File: config.mk
export PLATFORM = sky130hd
export DESIGN_NAME = slm_ctrl_top
export DESIGN_NICKNAME = d
export VERILOG_FILES = /design/src/hw/bridge_pkg.sv /design/src/hw/readback_queue.sv /design/src/hw/slm_ctrl_top.sv /design/src/hw/slm_reset_gen.sv /design/src/hw/spi_cmd_framer.sv /design/src/hw/spi_master.sv /design/src/hw/uart_rx.sv /design/src/hw/uart_tx.sv
export VERILOG_INCLUDE_DIRS = /design/src /design/src/hw
export SDC_FILE = /design/constraint.sdc
export NUM_CORES = 1
export LEC_CHECK = 0
export BUFFER_PORTS_ARGS = -buffer_cell sky130_fd_sc_hd__buf_2
export CAP_MARGIN = 20
export CORE_UTILIZATION = 30
export CTS_BUF_LIST = sky130_fd_sc_hd__clkbuf_8
export CTS_CLUSTER_DIAMETER = 30
export DETAILED_ROUTE_END_ITERATION = 6
export GPL_TIMING_DRIVEN = 0
export SETUP_SLACK_MARGIN = 0.1
export SLEW_MARGIN = 30
export SYNTH_ARGS = -nofsm -noshare
export SYNTH_HDL_FRONTEND = slang
export SYNTH_SLANG_ARGS = --single-unit
File: constraint.sdc
create_clock -name fpga_clk -period 6.5 [get_ports fpga_clk]
set_input_delay 0.325 -clock fpga_clk [delete_from_list [all_inputs] [get_ports fpga_clk]]
set_output_delay 0.325 -clock fpga_clk [all_outputs]
set_load 0.03 [all_outputs]
File: src/hw/bridge_params.svh
// shared widths, cycle counts and queue depth, included by the package and by RTL using them
`ifndef BRIDGE_PARAMS_SVH
`define BRIDGE_PARAMS_SVH

// one UART byte, also one half of an SPI frame
`define BYTE_W 8

// address byte plus data byte
`define SPI_FRAME_BITS 16

// system clocks per sck half period
`define SPI_HALF_PERIOD 4

// 66 MHz system clock over 115200 baud
`define UART_CLKS_PER_BIT 573

// readback bytes waiting for UART TX
`define RB_FIFO_DEPTH 4

// display reset stretch after global reset, in cycles
`define SLM_RESET_CYCLES 10

`endif

File: src/hw/bridge_pkg.sv
// state enums and packed bus structs shared by the bridge modules, compiled before any RTL
`include "bridge_params.svh"

package bridge_pkg;

  // bit phase of a UART frame, used by both directions
  typedef enum logic [1:0] {
    UART_IDLE,
    UART_START,
    UART_DATA,
    UART_STOP
  } uart_state_e;

  // SPI master sequencing
  typedef enum logic [1:0] {
    SPI_IDLE,
    SPI_SHIFT,
    SPI_FINISH
  } spi_state_e;

  // one command for the display config port
  typedef struct packed {
    logic              start;
    logic [`BYTE_W-1:0] addr;
    logic [`BYTE_W-1:0] data;
  } spi_req_t;

  // pins toward the display, sen is active low
  typedef struct packed {
    logic sen;
    logic sck;
    logic mosi;
  } spi_pins_t;

endpackage

File: src/hw/readback_queue.sv
// small FIFO of SPI readback bytes, drained one at a time into the UART transmitter
`timescale 1ns/10ps
`include "bridge_params.svh"

module readback_queue (
  input  logic               fpga_clk,
  input  logic               reset_all_cmd_w,
  input  logic [`BYTE_W-1:0] rb_byte_i,
  input  logic               rb_valid_i,
  input  logic               tx_active_i,
  output logic               tx_start_o,
  output logic [`BYTE_W-1:0] tx_byte_o
);

  localparam int PTR_W = $clog2(`RB_FIFO_DEPTH);
  localparam int CNT_W = $clog2(`RB_FIFO_DEPTH + 1);
  localparam logic [PTR_W-1:0] PTR_LAST = PTR_W'(`RB_FIFO_DEPTH - 1);
  localparam logic [CNT_W-1:0] CNT_FULL = CNT_W'(`RB_FIFO_DEPTH);

  logic [`BYTE_W-1:0] mem_q [`RB_FIFO_DEPTH];
  logic [PTR_W-1:0]   wr_ptr_q;
  logic [PTR_W-1:0]   rd_ptr_q;
  logic [CNT_W-1:0]   count_q;
  logic               tx_start_q;
  logic [`BYTE_W-1:0] tx_byte_q;
  logic               full_w;
  logic               empty_w;
  logic               push_w;
  logic               pop_w;

  // circular wrap, depth need not be a power of two
  function automatic logic [PTR_W-1:0] next_ptr(input logic [PTR_W-1:0] ptr);
    return (ptr == PTR_LAST) ? '0 : ptr + 1'b1;
  endfunction

  assign full_w  = (count_q == CNT_FULL);
  assign empty_w = (count_q == '0);
  // readback lost when full
  assign push_w  = rb_valid_i && !full_w;
  // tx_active rises a cycle after the start strobe, so block on it too
  assign pop_w   = !empty_w && !tx_active_i && !tx_start_q;

  always_ff @(posedge fpga_clk) begin
    if (reset_all_cmd_w) begin
      wr_ptr_q   <= '0;
      rd_ptr_q   <= '0;
      count_q    <= '0;
      tx_start_q <= 1'b0;
    end else begin
      // start follows the pop by one cycle
      tx_start_q <= pop_w;
      if (push_w) begin
        wr_ptr_q <= next_ptr(wr_ptr_q);
      end
      if (pop_w) begin
        rd_ptr_q <= next_ptr(rd_ptr_q);
      end
      case ({push_w, pop_w})
        2'b10:   count_q <= count_q + 1'b1;
        2'b01:   count_q <= count_q - 1'b1;
        default: count_q <= count_q;
      endcase
    end
  end

  // storage and output byte
  always_ff @(posedge fpga_clk) begin
    if (push_w) begin
      mem_q[wr_ptr_q] <= rb_byte_i;
    end
    if (pop_w) begin
      tx_byte_q <= mem_q[rd_ptr_q];
    end
  end

  assign tx_start_o = tx_start_q;
  assign tx_byte_o  = tx_byte_q;

endmodule

File: src/hw/slm_ctrl_top.sv
// board controller top, PC UART commands to the display SPI port with readback over UART TX
`timescale 1ns/10ps
`include "bridge_params.svh"

module slm_ctrl_top #(
  parameter int CLKS_PER_BIT = `UART_CLKS_PER_BIT
) (
  input  logic fpga_clk,
  input  logic reset_all_cmd_w,
  input  logic uart_rx_i,
  output logic uart_tx_o,
  output logic spi_sen_o,
  output logic spi_sck_o,
  output logic spi_mosi_o,
  input  logic spi_miso_i,
  output logic slm_reset_n_o
);
  import bridge_pkg::*;

  logic [`BYTE_W-1:0] rx_byte;
  logic               rx_valid;
  spi_req_t           spi_req;
  spi_pins_t          spi_pins;
  logic [`BYTE_W-1:0] rb_byte;
  logic               rb_valid;
  logic               tx_start;
  logic [`BYTE_W-1:0] tx_byte;
  logic               tx_active;

  //////////////////////////////
  // command path
  //////////////////////////////
  uart_rx #(.CLKS_PER_BIT(CLKS_PER_BIT)) u_uart_rx (
    .fpga_clk        (fpga_clk),
    .reset_all_cmd_w (reset_all_cmd_w),
    .rx_serial_i     (uart_rx_i),
    .rx_byte_o       (rx_byte),
    .rx_valid_o      (rx_valid)
  );

  spi_cmd_framer u_framer (
    .fpga_clk        (fpga_clk),
    .reset_all_cmd_w (reset_all_cmd_w),
    .rx_byte_i       (rx_byte),
    .rx_valid_i      (rx_valid),
    .spi_req_o       (spi_req)
  );

  spi_master u_spi_master (
    .fpga_clk        (fpga_clk),
    .reset_all_cmd_w (reset_all_cmd_w),
    .spi_req_i       (spi_req),
    .miso_i          (spi_miso_i),
    .spi_pins_o      (spi_pins),
    .rb_byte_o       (rb_byte),
    .rb_valid_o      (rb_valid)
  );

  // struct out to display pins
  assign spi_sen_o  = spi_pins.sen;
  assign spi_sck_o  = spi_pins.sck;
  assign spi_mosi_o = spi_pins.mosi;

  //////////////////////////////
  // readback path
  //////////////////////////////
  readback_queue u_rb_queue (
    .fpga_clk        (fpga_clk),
    .reset_all_cmd_w (reset_all_cmd_w),
    .rb_byte_i       (rb_byte),
    .rb_valid_i      (rb_valid),
    .tx_active_i     (tx_active),
    .tx_start_o      (tx_start),
    .tx_byte_o       (tx_byte)
  );

  uart_tx #(.CLKS_PER_BIT(CLKS_PER_BIT)) u_uart_tx (
    .fpga_clk        (fpga_clk),
    .reset_all_cmd_w (reset_all_cmd_w),
    .tx_start_i      (tx_start),
    .tx_byte_i       (tx_byte),
    .tx_serial_o     (uart_tx_o),
    .tx_active_o     (tx_active)
  );

  // display reset, separate from the chain
  slm_reset_gen u_slm_reset (
    .fpga_clk        (fpga_clk),
    .reset_all_cmd_w (reset_all_cmd_w),
    .slm_reset_n_o   (slm_reset_n_o)
  );

endmodule

File: src/hw/slm_reset_gen.sv
// holds the display's active-low reset for a fixed stretch after the global reset ends
`timescale 1ns/10ps
`include "bridge_params.svh"

module slm_reset_gen (
  input  logic fpga_clk,
  input  logic reset_all_cmd_w,
  output logic slm_reset_n_o
);

  localparam int CNT_W = $clog2(`SLM_RESET_CYCLES + 1);
  localparam logic [CNT_W-1:0] RELOAD = CNT_W'(`SLM_RESET_CYCLES);

  logic [CNT_W-1:0] count_q;

  // reload while global reset is high, count down after
  always_ff @(posedge fpga_clk) begin
    if (reset_all_cmd_w) begin
      count_q <= RELOAD;
    end else if (count_q != '0) begin
      count_q <= count_q - 1'b1;
    end
  end

  // display needs a minimum reset width, count covers it
  assign slm_reset_n_o = (count_q == '0);

endmodule

File: src/hw/spi_cmd_framer.sv
// pairs incoming UART bytes into address and data, one SPI request on every second byte
`timescale 1ns/10ps
`include "bridge_params.svh"

module spi_cmd_framer (
  input  logic                 fpga_clk,
  input  logic                 reset_all_cmd_w,
  input  logic [`BYTE_W-1:0]   rx_byte_i,
  input  logic                 rx_valid_i,
  output bridge_pkg::spi_req_t spi_req_o
);

  logic               odd_q;
  logic               start_q;
  logic [`BYTE_W-1:0] addr_q;
  logic [`BYTE_W-1:0] data_q;

  always_ff @(posedge fpga_clk) begin
    if (reset_all_cmd_w) begin
      // next byte is an address
      odd_q   <= 1'b0;
      start_q <= 1'b0;
    end else begin
      start_q <= 1'b0;
      if (rx_valid_i) begin
        // older byte moves up to address, new byte becomes data
        addr_q <= data_q;
        data_q <= rx_byte_i;
        odd_q  <= ~odd_q;
        // one byte already held, this one closes the pair
        start_q <= odd_q;
      end
    end
  end

  assign spi_req_o.start = start_q;
  assign spi_req_o.addr  = addr_q;
  assign spi_req_o.data  = data_q;

endmodule

File: src/hw/spi_master.sv
// mode-0 SPI master for the display config port, 16-bit frames, returns the last MISO byte
`timescale 1ns/10ps
`include "bridge_params.svh"

module spi_master (
  input  logic                  fpga_clk,
  input  logic                  reset_all_cmd_w,
  input  bridge_pkg::spi_req_t  spi_req_i,
  input  logic                  miso_i,
  output bridge_pkg::spi_pins_t spi_pins_o,
  output logic [`BYTE_W-1:0]    rb_byte_o,
  output logic                  rb_valid_o
);
  import bridge_pkg::*;

  localparam int DIV_W = $clog2(`SPI_HALF_PERIOD + 1);
  localparam int BIT_W = $clog2(`SPI_FRAME_BITS);
  localparam logic [DIV_W-1:0] DIV_LAST = DIV_W'(`SPI_HALF_PERIOD - 1);
  localparam logic [BIT_W-1:0] BIT_LAST = BIT_W'(`SPI_FRAME_BITS - 1);

  spi_state_e                 state_q;
  logic [DIV_W-1:0]           div_q;
  logic [BIT_W-1:0]           bit_q;
  logic                       sen_q;
  logic                       sck_q;
  logic                       miso_q;
  logic                       rb_valid_q;
  logic [`SPI_FRAME_BITS-1:0] shift_q;
  logic [`BYTE_W-1:0]         rb_byte_q;
  logic                       half_done_w;

  // end of one sck half period
  assign half_done_w = (div_q == DIV_LAST);

  //////////////////////////////
  // frame sequencing
  //////////////////////////////
  always_ff @(posedge fpga_clk) begin
    if (reset_all_cmd_w) begin
      state_q    <= SPI_IDLE;
      div_q      <= '0;
      bit_q      <= '0;
      sen_q      <= 1'b1;
      sck_q      <= 1'b0;
      rb_valid_q <= 1'b0;
    end else begin
      rb_valid_q <= 1'b0;
      case (state_q)
        SPI_IDLE: begin
          // requests while busy never reach this branch
          if (spi_req_i.start) begin
            // address goes out first, MSB first
            shift_q <= {spi_req_i.addr, spi_req_i.data};
            sen_q   <= 1'b0;
            div_q   <= '0;
            bit_q   <= '0;
            state_q <= SPI_SHIFT;
          end
        end
        SPI_SHIFT: begin
          div_q <= half_done_w ? '0 : div_q + 1'b1;
          if (half_done_w) begin
            sck_q <= ~sck_q;
            if (!sck_q) begin
              // rising edge, sample slave output
              miso_q <= miso_i;
            end else begin
              // falling edge, next bit out and sampled bit in
              shift_q <= {shift_q[`SPI_FRAME_BITS-2:0], miso_q};
              bit_q   <= bit_q + 1'b1;
              if (bit_q == BIT_LAST) begin
                state_q <= SPI_FINISH;
              end
            end
          end
        end
        SPI_FINISH: begin
          // hold sen low one more half period
          div_q <= half_done_w ? '0 : div_q + 1'b1;
          if (half_done_w) begin
            sen_q      <= 1'b1;
            rb_valid_q <= 1'b1;
            // lower byte holds MISO from the data half
            rb_byte_q <= shift_q[`BYTE_W-1:0];
            state_q   <= SPI_IDLE;
          end
        end
        default: state_q <= SPI_IDLE;
      endcase
    end
  end

  assign spi_pins_o.sen  = sen_q;
  assign spi_pins_o.sck  = sck_q;
  // mosi only meaningful while shifting
  assign spi_pins_o.mosi = (state_q == SPI_SHIFT) & shift_q[`SPI_FRAME_BITS-1];
  assign rb_byte_o       = rb_byte_q;
  assign rb_valid_o      = rb_valid_q;

endmodule

File: src/hw/uart_rx.sv
// PC UART receiver, samples each bit mid-period and strobes a finished byte for one cycle
`timescale 1ns/10ps
`include "bridge_params.svh"

module uart_rx #(
  parameter int CLKS_PER_BIT = `UART_CLKS_PER_BIT
) (
  input  logic               fpga_clk,
  input  logic               reset_all_cmd_w,
  input  logic               rx_serial_i,
  output logic [`BYTE_W-1:0] rx_byte_o,
  output logic               rx_valid_o
);
  import bridge_pkg::*;

  localparam int CNT_W = $clog2(CLKS_PER_BIT + 1);
  localparam int IDX_W = $clog2(`BYTE_W);
  localparam logic [CNT_W-1:0] LAST_CNT = CNT_W'(CLKS_PER_BIT - 1);
  // half a bit, lands the sampling point mid-bit
  localparam logic [CNT_W-1:0] MID_CNT = CNT_W'((CLKS_PER_BIT - 1) / 2);
  localparam logic [IDX_W-1:0] LAST_IDX = IDX_W'(`BYTE_W - 1);

  uart_state_e        state_q;
  logic [CNT_W-1:0]   clk_cnt_q;
  logic [IDX_W-1:0]   bit_idx_q;
  logic               rx_meta_q;
  logic               rx_sync_q;
  logic               valid_q;
  logic [`BYTE_W-1:0] shift_q;

  //////////////////////////////
  // input sync
  //////////////////////////////
  // two flops, line is async to fpga_clk
  always_ff @(posedge fpga_clk) begin
    if (reset_all_cmd_w) begin
      rx_meta_q <= 1'b1;
      rx_sync_q <= 1'b1;
    end else begin
      rx_meta_q <= rx_serial_i;
      rx_sync_q <= rx_meta_q;
    end
  end

  //////////////////////////////
  // bit phase FSM
  //////////////////////////////
  always_ff @(posedge fpga_clk) begin
    if (reset_all_cmd_w) begin
      state_q   <= UART_IDLE;
      clk_cnt_q <= '0;
      bit_idx_q <= '0;
      valid_q   <= 1'b0;
    end else begin
      // strobe lasts a single cycle
      valid_q <= 1'b0;
      case (state_q)
        UART_IDLE: begin
          clk_cnt_q <= '0;
          bit_idx_q <= '0;
          // falling edge opens a frame
          if (!rx_sync_q) begin
            state_q <= UART_START;
          end
        end
        UART_START: begin
          if (clk_cnt_q == MID_CNT) begin
            clk_cnt_q <= '0;
            // glitch shorter than half a bit, back to idle
            state_q <= rx_sync_q ? UART_IDLE : UART_DATA;
          end else begin
            clk_cnt_q <= clk_cnt_q + 1'b1;
          end
        end
        UART_DATA: begin
          if (clk_cnt_q == LAST_CNT) begin
            clk_cnt_q <= '0;
            // LSB arrives first, shift in from the top
            shift_q <= {rx_sync_q, shift_q[`BYTE_W-1:1]};
            if (bit_idx_q == LAST_IDX) begin
              state_q <= UART_STOP;
            end else begin
              bit_idx_q <= bit_idx_q + 1'b1;
            end
          end else begin
            clk_cnt_q <= clk_cnt_q + 1'b1;
          end
        end
        UART_STOP: begin
          if (clk_cnt_q == LAST_CNT) begin
            clk_cnt_q <= '0;
            state_q   <= UART_IDLE;
            // framing error drops the byte
            valid_q <= rx_sync_q;
          end else begin
            clk_cnt_q <= clk_cnt_q + 1'b1;
          end
        end
        default: state_q <= UART_IDLE;
      endcase
    end
  end

  // shift_q is stable until well after the strobe
  assign rx_byte_o  = shift_q;
  assign rx_valid_o = valid_q;

endmodule

File: src/hw/uart_tx.sv
// PC UART transmitter, sends one byte per start strobe and flags activity until the stop bit ends
`timescale 1ns/10ps
`include "bridge_params.svh"

module uart_tx #(
  parameter int CLKS_PER_BIT = `UART_CLKS_PER_BIT
) (
  input  logic               fpga_clk,
  input  logic               reset_all_cmd_w,
  input  logic               tx_start_i,
  input  logic [`BYTE_W-1:0] tx_byte_i,
  output logic               tx_serial_o,
  output logic               tx_active_o
);
  import bridge_pkg::*;

  localparam int CNT_W = $clog2(CLKS_PER_BIT + 1);
  localparam int IDX_W = $clog2(`BYTE_W);
  localparam logic [CNT_W-1:0] LAST_CNT = CNT_W'(CLKS_PER_BIT - 1);
  localparam logic [IDX_W-1:0] LAST_IDX = IDX_W'(`BYTE_W - 1);

  uart_state_e        state_q;
  logic [CNT_W-1:0]   clk_cnt_q;
  logic [IDX_W-1:0]   bit_idx_q;
  logic               serial_q;
  logic [`BYTE_W-1:0] shift_q;

  always_ff @(posedge fpga_clk) begin
    if (reset_all_cmd_w) begin
      state_q   <= UART_IDLE;
      clk_cnt_q <= '0;
      bit_idx_q <= '0;
      serial_q  <= 1'b1;
    end else begin
      case (state_q)
        UART_IDLE: begin
          serial_q  <= 1'b1;
          clk_cnt_q <= '0;
          bit_idx_q <= '0;
          if (tx_start_i) begin
            // start bit shows on the very next cycle
            shift_q  <= tx_byte_i;
            serial_q <= 1'b0;
            state_q  <= UART_START;
          end
        end
        UART_START: begin
          if (clk_cnt_q == LAST_CNT) begin
            clk_cnt_q <= '0;
            serial_q  <= shift_q[0];
            state_q   <= UART_DATA;
          end else begin
            clk_cnt_q <= clk_cnt_q + 1'b1;
          end
        end
        UART_DATA: begin
          if (clk_cnt_q == LAST_CNT) begin
            clk_cnt_q <= '0;
            if (bit_idx_q == LAST_IDX) begin
              serial_q <= 1'b1;
              state_q  <= UART_STOP;
            end else begin
              // LSB first, next bit drops into position 0
              bit_idx_q <= bit_idx_q + 1'b1;
              serial_q  <= shift_q[1];
              shift_q   <= {1'b0, shift_q[`BYTE_W-1:1]};
            end
          end else begin
            clk_cnt_q <= clk_cnt_q + 1'b1;
          end
        end
        UART_STOP: begin
          // full stop bit before going idle
          if (clk_cnt_q == LAST_CNT) begin
            clk_cnt_q <= '0;
            state_q   <= UART_IDLE;
          end else begin
            clk_cnt_q <= clk_cnt_q + 1'b1;
          end
        end
        default: state_q <= UART_IDLE;
      endcase
    end
  end

  assign tx_serial_o = serial_q;
  // busy from start bit through end of stop bit
  assign tx_active_o = (state_q != UART_IDLE);

endmodule

## Word level (Yosys, flattened, before mapping)

Memory sizes are Yosys's and may differ from the RTL's. A register that Yosys moved wholly into a read port is not among the register bits.
Index checks and enable logic that the tools add are counted.

| storage, ports and cells | value |
|---|---|
| register bits | 117 |
| RAM bits | 32 |
| input bits | 4 |
| output and inout port bits | 5 |
| logic and storage cells | 189 |
| memories kept | 1 |

Memory list:

| memory | depth | bits a word | read ports | clocked after Yosys merged registers in | wr ports | line | source |
|---|---|---|---|---|---|---|---|
| u_rb_queue.mem_q | 4 | 8 | 1 | 1 | 1 | readback_queue.sv:20 | `` logic [`BYTE_W-1:0] mem_q [`RB_FIFO_DEPTH]; `` |

| operators by class | value |
|---|---|
| $add $sub $neg | 11 |
| eq/ne operators | 37 |
| mux-type cells | 59 |
| bitwise logic cells | 8 |
| reduce and logical (&&, ||, !) cells | 43 |

Operators by type and width:

| operator | count |
|---|---|
| two-way mux 16 bit | 3 |
| two-way mux 2 bit | 18 |
| one-hot mux 16 bit (2 select lines) | 1 |
| two-way mux 10 bit | 3 |
| one-hot mux 10 bit (3 select lines) | 1 |
| AND reduction 5 bit | 5 |
| two-way mux 8 bit | 3 |
| inequality test 2 x 1 -> 1 bit, second input constant | 12 |
| one-hot mux 3 bit (2 select lines) | 4 |
| adder 10 x 1 -> 10 bit, second input constant | 2 |
| equality test 10 bit, second input constant | 2 |
| one-hot mux 10 bit (2 select lines) | 1 |
| two-way mux 3 bit | 6 |
| AND reduction 3 bit | 6 |
| equality test 2 bit, second input constant | 8 |
| one-hot mux 2 bit (4 select lines) | 2 |
| one-hot mux 8 bit (2 select lines) | 1 |
| nonzero test 2 bit | 7 |
| adder 3 x 1 -> 3 bit, second input constant | 4 |
| two-way mux 4 bit | 3 |
| equality test 10 x 9 -> 1 bit, second input constant | 1 |
| inequality test 2 bit, second input constant | 5 |
| equality test 3 bit, second input constant | 3 |
| two-way mux 1 bit | 9 |
| other kinds (24) | 48 |

## Longest topological paths before layout

| depth | value |
|---|---|
| word-level depth | 6 |
| gate-level depth with buffers | 10 |
| mapped depth without buffers | 10 |

## Hierarchy

From an unflattened synthesis, not the netlist that was laid out.

| second synthesis, totals | value |
|---|---|
| cell total of the unflattened synthesis | 490 |
| area, all modules | 6626.4 µm² |

Modules (own cells, without submodules):

| module | instances | cells an instance | area an instance (µm²) | sequential area each (µm²) |
|---|---|---|---|---|
| readback_queue | 1 | 104 | 1878.1 | 1361.3 |
| spi_master | 1 | 124 | 1656.6 | 991.0 |
| uart_tx | 1 | 116 | 1213.7 | 560.5 |
| uart_rx | 1 | 102 | 1112.3 | 600.6 |
| spi_cmd_framer | 1 | 23 | 560.5 | 520.5 |
| slm_reset_gen | 1 | 21 | 205.2 | 80.1 |

## Worst setup path after synthesis

No wires, ideal clock.

| timing | value |
|---|---|
| path type | reg2reg |
| start | reg u_uart_tx.state_q[0] |
| end | reg u_rb_queue.count_q[2] |
| library setup time | 70 ps |
| arrival time | 2446 ps |
| required time | 6430 ps |
| slack | 3983 ps |
| cell stages (with the launch flop) | 11 |
| path buffers | 0 |
| clock period less this slack | 2517 ps |
| cell sequence | dfxtp_1 > inv_1 > ha_1 > nor2b_1 > o31a_1 > ha_1 > inv_1 > fa_1 > xor2_1 > or3_1 > a21oi_1 |

| between the ends | value |
|---|---|
| word-level cells in the longest chain between the ends | 6 |
| elaborated cells on any way between the ends | 8 |
| classes of those cells | 2 x eq/ne; 1 x mux; 5 x reduce/logical |

RTL lines:

| what | line | source |
|---|---|---|
| from (decl) | uart_tx.sv:22 | `uart_state_e state_q;` |
| from (signal assigned) | uart_tx.sv:30 | `state_q <= UART_IDLE;` |
| from (signal assigned) | uart_tx.sv:44 | `state_q <= UART_START;` |
| from (signal assigned) | uart_tx.sv:51 | `state_q <= UART_DATA;` |
| nonzero test 2 bit * | uart_tx.sv:88 | `assign tx_active_o = (state_q != UART_IDLE);` |
| logical NOT 1 bit * | readback_queue.sv:41 | `assign pop_w = !empty_w && !tx_active_i && !tx_start_q;` |
| logical AND 1 bit * (2 in series) | readback_queue.sv:41 |  |
| net u_rb_queue.pop_w | readback_queue.sv:29 | `logic pop_w;` |
| equality test 2 x 1 -> 1 bit / equality test 2 bit (equally long branches) | readback_queue.sv:58 | `case ({push_w, pop_w})` |
| one-hot mux 3 bit (2 select lines) / nonzero test 2 bit (equally long branches) | -- |  |
| to (signal assigned) | readback_queue.sv:59 | `2'b10: count_q <= count_q + 1'b1;` |
| to (signal assigned) | readback_queue.sv:60 | `2'b01: count_q <= count_q - 1'b1;` |
| to (signal assigned) | readback_queue.sv:61 | `default: count_q <= count_q;` |
| to (decl) | readback_queue.sv:23 | `logic [CNT_W-1:0] count_q;` |

The timed path passes the listed nets; every way through them passes the cells marked *.
A chain may end at the register's enable or synchronous reset.

## Worst setup path in the final report

Ends and elaborated chain as after synthesis.

==> impl_metrics.xml <==
<?xml version="1.0" encoding="UTF-8"?>
<metrics>
  <group name="global_routing">
    <metric name="grt_max_degree" unit="">18</metric>
    <metric name="grt_pass1_vias" unit="">3792</metric>
    <metric name="track_usage" unit="%">10.5</metric>
    <metric name="antenna_found_initial" unit="">0</metric>
    <metric name="wire_length_of_the_first_global_routing_pass" unit="µm">18000</metric>
    <metric name="global_route.overflow_total" unit="">0</metric>
  </group>
  <group name="floorplanning">
    <metric name="design.die.area" unit="mm²">0.0221</metric>
    <metric name="die_width" unit="µm">149</metric>
    <metric name="std_cell_rows" unit="">53</metric>
    <metric name="top_level_ports" unit="">9</metric>
    <metric name="die_y" unit="µm">149</metric>
    <metric name="initial_utilization" unit="%">30.7</metric>
    <metric name="core_area" unit="mm²">0.0211</metric>
  </group>
  <group name="timing">
    <metric name="rsz0062_at_grt" unit="">false</metric>
    <metric name="post-route-worst-setup-slack" unit="ps">3500</metric>
    <metric name="timing.max_slew.rel_slack" unit="%">45.4</metric>
    <metric name="max_slew.worst_pin.slew" unit="ps">815</metric>
    <metric name="final.period_utilization" unit="%">46.1</metric>
    <metric name="finalWorstPathRequiredPeriod" unit="ps">3000</metric>
    <metric name="hold_viol_final" unit="">0</metric>
    <metric name="timing.setup.tns" unit="ps">0</metric>
    <metric name="pins_over_slew_limit" unit="">0</metric>
    <metric name="final_setup_violating_endpoints" unit="">0</metric>
    <metric name="fmax" unit="GHz">0.333</metric>
    <metric name="skew" unit="ps">12.5</metric>
  </group>
  <group name="clock_network">
    <metric name="tritoncts_num_sinks" unit="">157</metric>
    <metric name="clk-insertion-delay-late" unit="ps">440</metric>
    <metric name="clk_root_buffer_cell" unit="">sky130_fd_sc_hd__clkbuf_8</metric>
    <metric name="ctsHtreeMaxLevel" unit="">4</metric>
    <metric name="cts_tree" unit="">yes</metric>
    <metric name="cts.repair_timing.setup_buffer_count" unit="">0</metric>
    <metric name="cts_resized" unit="">0</metric>
    <metric name="numCtsBuffers" unit="">17</metric>
    <metric name="clkSlewWorstSetupHoldPaths" unit="ps">90</metric>
    <metric name="clockBufferDepth" unit="">2</metric>
    <metric name="cts.hold.buffers_added" unit="">0</metric>
  </group>
  <group name="detailed_routing">
    <metric name="wl_met2" unit="µm">5500</metric>
    <metric name="top_layer_used" unit="">met4</metric>
    <metric name="first_pass_iters" unit="">4</metric>
    <metric name="routed-wl-met3" unit="µm">309</metric>
    <metric name="routed_via_density" unit="">4.56</metric>
    <metric name="routed-via-count" unit="">3624</metric>
    <metric name="post_drt_wl_per_cell" unit="µm">13.4</metric>
    <metric name="totalWireLength" unit="µm">10700</metric>
    <metric name="drtAntennaViolNets" unit="">0</metric>
    <metric name="route.detailed.drc" unit="">0</metric>
    <metric name="drt-met1-wl" unit="µm">4760</metric>
    <metric name="drt_iter0_drc" unit="">251</metric>
  </group>
  <group name="critical_path">
    <metric name="timing.critical_path.to_type" unit="">flop</metric>
    <metric name="critical_path_peak_fanout" unit="">12</metric>
    <metric name="cp.arrival" unit="ps">3360</metric>
    <metric name="cp-start-kind" unit="">flop</metric>
    <metric name="timing.setup.critical_path_class" unit="">reg2reg</metric>
    <metric name="worst_ep_required_time" unit="ps">6860</metric>
  </group>
  <group name="final_layout">
    <metric name="utilization" unit="%">34.4</metric>
    <metric name="antenna_cells_inserted" unit="">0</metric>
    <metric name="cell_count_final_fillers_out" unit="">795</metric>
    <metric name="share_of_final_layout_standard_cells_stronger_than_drive_strength_1" unit="%">16.0</metric>
    <metric name="syn2layout_area_growth" unit="%">12.2</metric>
    <metric name="finalNetCount" unit="">538</metric>
  </group>
  <group name="placement">
    <metric name="finalWeightedCongestion" unit="">0.771</metric>
    <metric name="placed_cells_incl_taps" unit="">763</metric>
    <metric name="place_worst_setup_slack" unit="ps">3490</metric>
    <metric name="hpwlAfterDp" unit="µm">7460</metric>
    <metric name="count_of_port_buffers_added_during_placement" unit="">7</metric>
  </group>
  <group name="run">
    <metric name="drv_cap" unit="">0</metric>
  </group>
  <group name="yosys">
    <metric name="synth_top_cells_by_count" unit="">sky130_fd_sc_hd__edfxtp_1 (97), sky130_fd_sc_hd__dfxtp_1 (60), sky130_fd_sc_hd__nor2_1 (46)</metric>
    <metric name="synth.yosys.seq_area_share" unit="%">63.6</metric>
    <metric name="synth_area_per_cell" unit="µm²">13.4</metric>
    <metric name="gate_count_of_the_mapped_netlist" unit="">481</metric>
    <metric name="post_syn_nets" unit="">512</metric>
    <metric name="synth_most_common_cell" unit="">sky130_fd_sc_hd__edfxtp_1</metric>
    <metric name="ys.warnings.count" unit="">0</metric>
    <metric name="synth_async_sr_flop_share" unit="%">0</metric>
    <metric name="ys_seq_elements" unit="">157</metric>
    <metric name="post_synth_main_area_contributors" unit="">sky130_fd_sc_hd__edfxtp_1 (45%), sky130_fd_sc_hd__dfxtp_1 (19%), sky130_fd_sc_hd__ha_1 (5.0%)</metric>
    <metric name="ys_dominant_reg_cell" unit="">sky130_fd_sc_hd__edfxtp_1</metric>
    <metric name="area_of_the_mapped_netlist" unit="mm²">0.00646</metric>
    <metric name="largest_area_contributor_in_the_netlist" unit="">sky130_fd_sc_hd__edfxtp_1</metric>
    <metric name="synth_edf_count" unit="">97</metric>
    <metric name="synth.top_cell.area_share" unit="%">45.1</metric>
    <metric name="synth.distinct_cells" unit="">54</metric>
  </group>
  <group name="power_and_ir_drop">
    <metric name="p_clk_share" unit="%">37.1</metric>
    <metric name="p_sw_share" unit="%">23.2</metric>
    <metric name="cellPowerDensity" unit="mW/mm²">273</metric>
    <metric name="ir_drop" unit="V">0.000136</metric>
    <metric name="fin_total_pwr" unit="µW">1980</metric>
    <metric name="static-leakage-power" unit="µW">0.00240</metric>
    <metric name="internal_power" unit="µW">1520</metric>
    <metric name="switchingPower" unit="µW">459</metric>
    <metric name="pwr-share-comb" unit="%">7.7</metric>
    <metric name="seq_power_share" unit="%">55.2</metric>
  </group>
  <group name="status">
    <metric name="status" unit="">complete, no violations</metric>
  </group>
  <group name="min_path">
    <metric name="worst_hold_path_type" unit="">in2reg</metric>
  </group>
</metrics>
==> worst paths after layout <==
path	from	endpoint	slack, ps	depth (start not counted)
worst max register to register	u_uart_tx.state_q[0]	u_rb_queue.count_q[2]	3500	10
worst min-delay path	uart_rx_i	u_uart_rx.rx_meta_q	70	2
worst min register to register	u_uart_rx.rx_meta_q	u_uart_rx.rx_sync_q	430	1
worst max-delay path	u_uart_tx.state_q[0]	u_rb_queue.count_q[2]	3500	10
==> cells in the final DEF, fill, tap and decap left out, types with 3 or more instances in the layout <==
cell type | netlist | final
sky130_fd_sc_hd__a21oi_1 | 15 | 15
sky130_fd_sc_hd__a31oi_1 | 3 | 3
sky130_fd_sc_hd__and2_1 | 10 | 10
sky130_fd_sc_hd__and3_1 | 5 | 5
sky130_fd_sc_hd__buf_2 | 3 | 10
sky130_fd_sc_hd__bufinv_16 | 0 | 3
sky130_fd_sc_hd__clkbuf_1 | 8 | 8
sky130_fd_sc_hd__clkbuf_8 | 0 | 17
sky130_fd_sc_hd__clkinv_2 | 0 | 4
sky130_fd_sc_hd__clkinv_4 | 0 | 4
sky130_fd_sc_hd__dfxtp_1 | 60 | 60
sky130_fd_sc_hd__edfxtp_1 | 97 | 97
sky130_fd_sc_hd__ha_1 | 26 | 26
sky130_fd_sc_hd__inv_1 | 25 | 26
sky130_fd_sc_hd__mux2_2 | 24 | 24
sky130_fd_sc_hd__mux2i_1 | 11 | 11
sky130_fd_sc_hd__mux4_2 | 8 | 8
sky130_fd_sc_hd__nand2_1 | 19 | 19
sky130_fd_sc_hd__nand2b_1 | 10 | 10
sky130_fd_sc_hd__nand3_1 | 17 | 17
sky130_fd_sc_hd__nand3b_1 | 3 | 3
sky130_fd_sc_hd__nand4_1 | 8 | 8
sky130_fd_sc_hd__nor2_1 | 46 | 46
sky130_fd_sc_hd__nor2b_1 | 6 | 5
sky130_fd_sc_hd__nor3_1 | 6 | 6
sky130_fd_sc_hd__nor3b_1 | 4 | 3
sky130_fd_sc_hd__o21ai_0 | 6 | 6
sky130_fd_sc_hd__or3_1 | 3 | 3
sky130_fd_sc_hd__xnor2_1 | 6 | 6
sky130_fd_sc_hd__xor2_1 | 15 | 15
==> final cells by class <==
cell class              instances  area (µm²)
well taps                     275         344
clock buffers                  17         234
inverters                      25        93.8
multi-input cells             286        2210
clock inverters                15         170
flip-flops and latches        157        4110
fillers                      2046       13800
plain buffers                  13        52.6
repair buffers                  7        35.0
==> flip-flops by register name (all words and copies together), names as in the netlist, 8 cells and up, named ones only <==
name and flops:
u_uart_tx.clk_cnt_q 10, u_rb_queue.tx_byte_o 8, u_framer.data_q 8, u_rb_queue.mem_q 32
u_framer.addr_q 8, u_spi_master.rb_byte_o 8, u_uart_rx.rx_byte_o 8, u_uart_rx.clk_cnt_q 10
u_uart_tx.shift_q 8, u_spi_master.shift_q 16
==> per-layer routing <==
layer / global-route usage [%] / vias up
met4: 3.88 / 0
met3: 3.18 / 5
li1: - / 1798
met2: 18.4 / 36
met1: 11.9 / 1785
met5: 0 / -
==> metrics by stage <==
step,area [µm²],hold slack (ps)
final,7250,71.9
after global routing,7250,33.1
after CTS,7250,32.5
after detailed placement,6850,412
after global placement,6840,394
after floorplan,6460,389
==> logic make-up after synthesis <==
group           Yosys count  share of synthesized area, %
fa+ha+maj                27                          5.34
mux                      43                          8.67
compound gates           41                          4.36
simple gates            154                          12.9
buf+inv                  38                          2.26
flops                   157                          63.6
xor+xnor                 21                          2.85
==> power by group through the flow <==
stage               combinational (µW)  sequential [µW]  clock [µW]
floorplan                          117             1120           0
finish                             152             1090         734
CTS                                155             1100         761
global placement                   147             1120           0
global route                       171             1100         800
detailed placement                 154             1120           0
==> worst max-delay path: stages, from the launching register on <==
cell	delay (ps)
sky130_fd_sc_hd__dfxtp_1	350
sky130_fd_sc_hd__inv_1	110
sky130_fd_sc_hd__ha_1	200
sky130_fd_sc_hd__nor2b_1	290
sky130_fd_sc_hd__o31a_1	600
sky130_fd_sc_hd__ha_1	300
sky130_fd_sc_hd__inv_1	60
sky130_fd_sc_hd__fa_1	380
sky130_fd_sc_hd__xor2_1	170
sky130_fd_sc_hd__or3_1	310
sky130_fd_sc_hd__a21oi_1	140
Power figures use the tool's default switching activity.
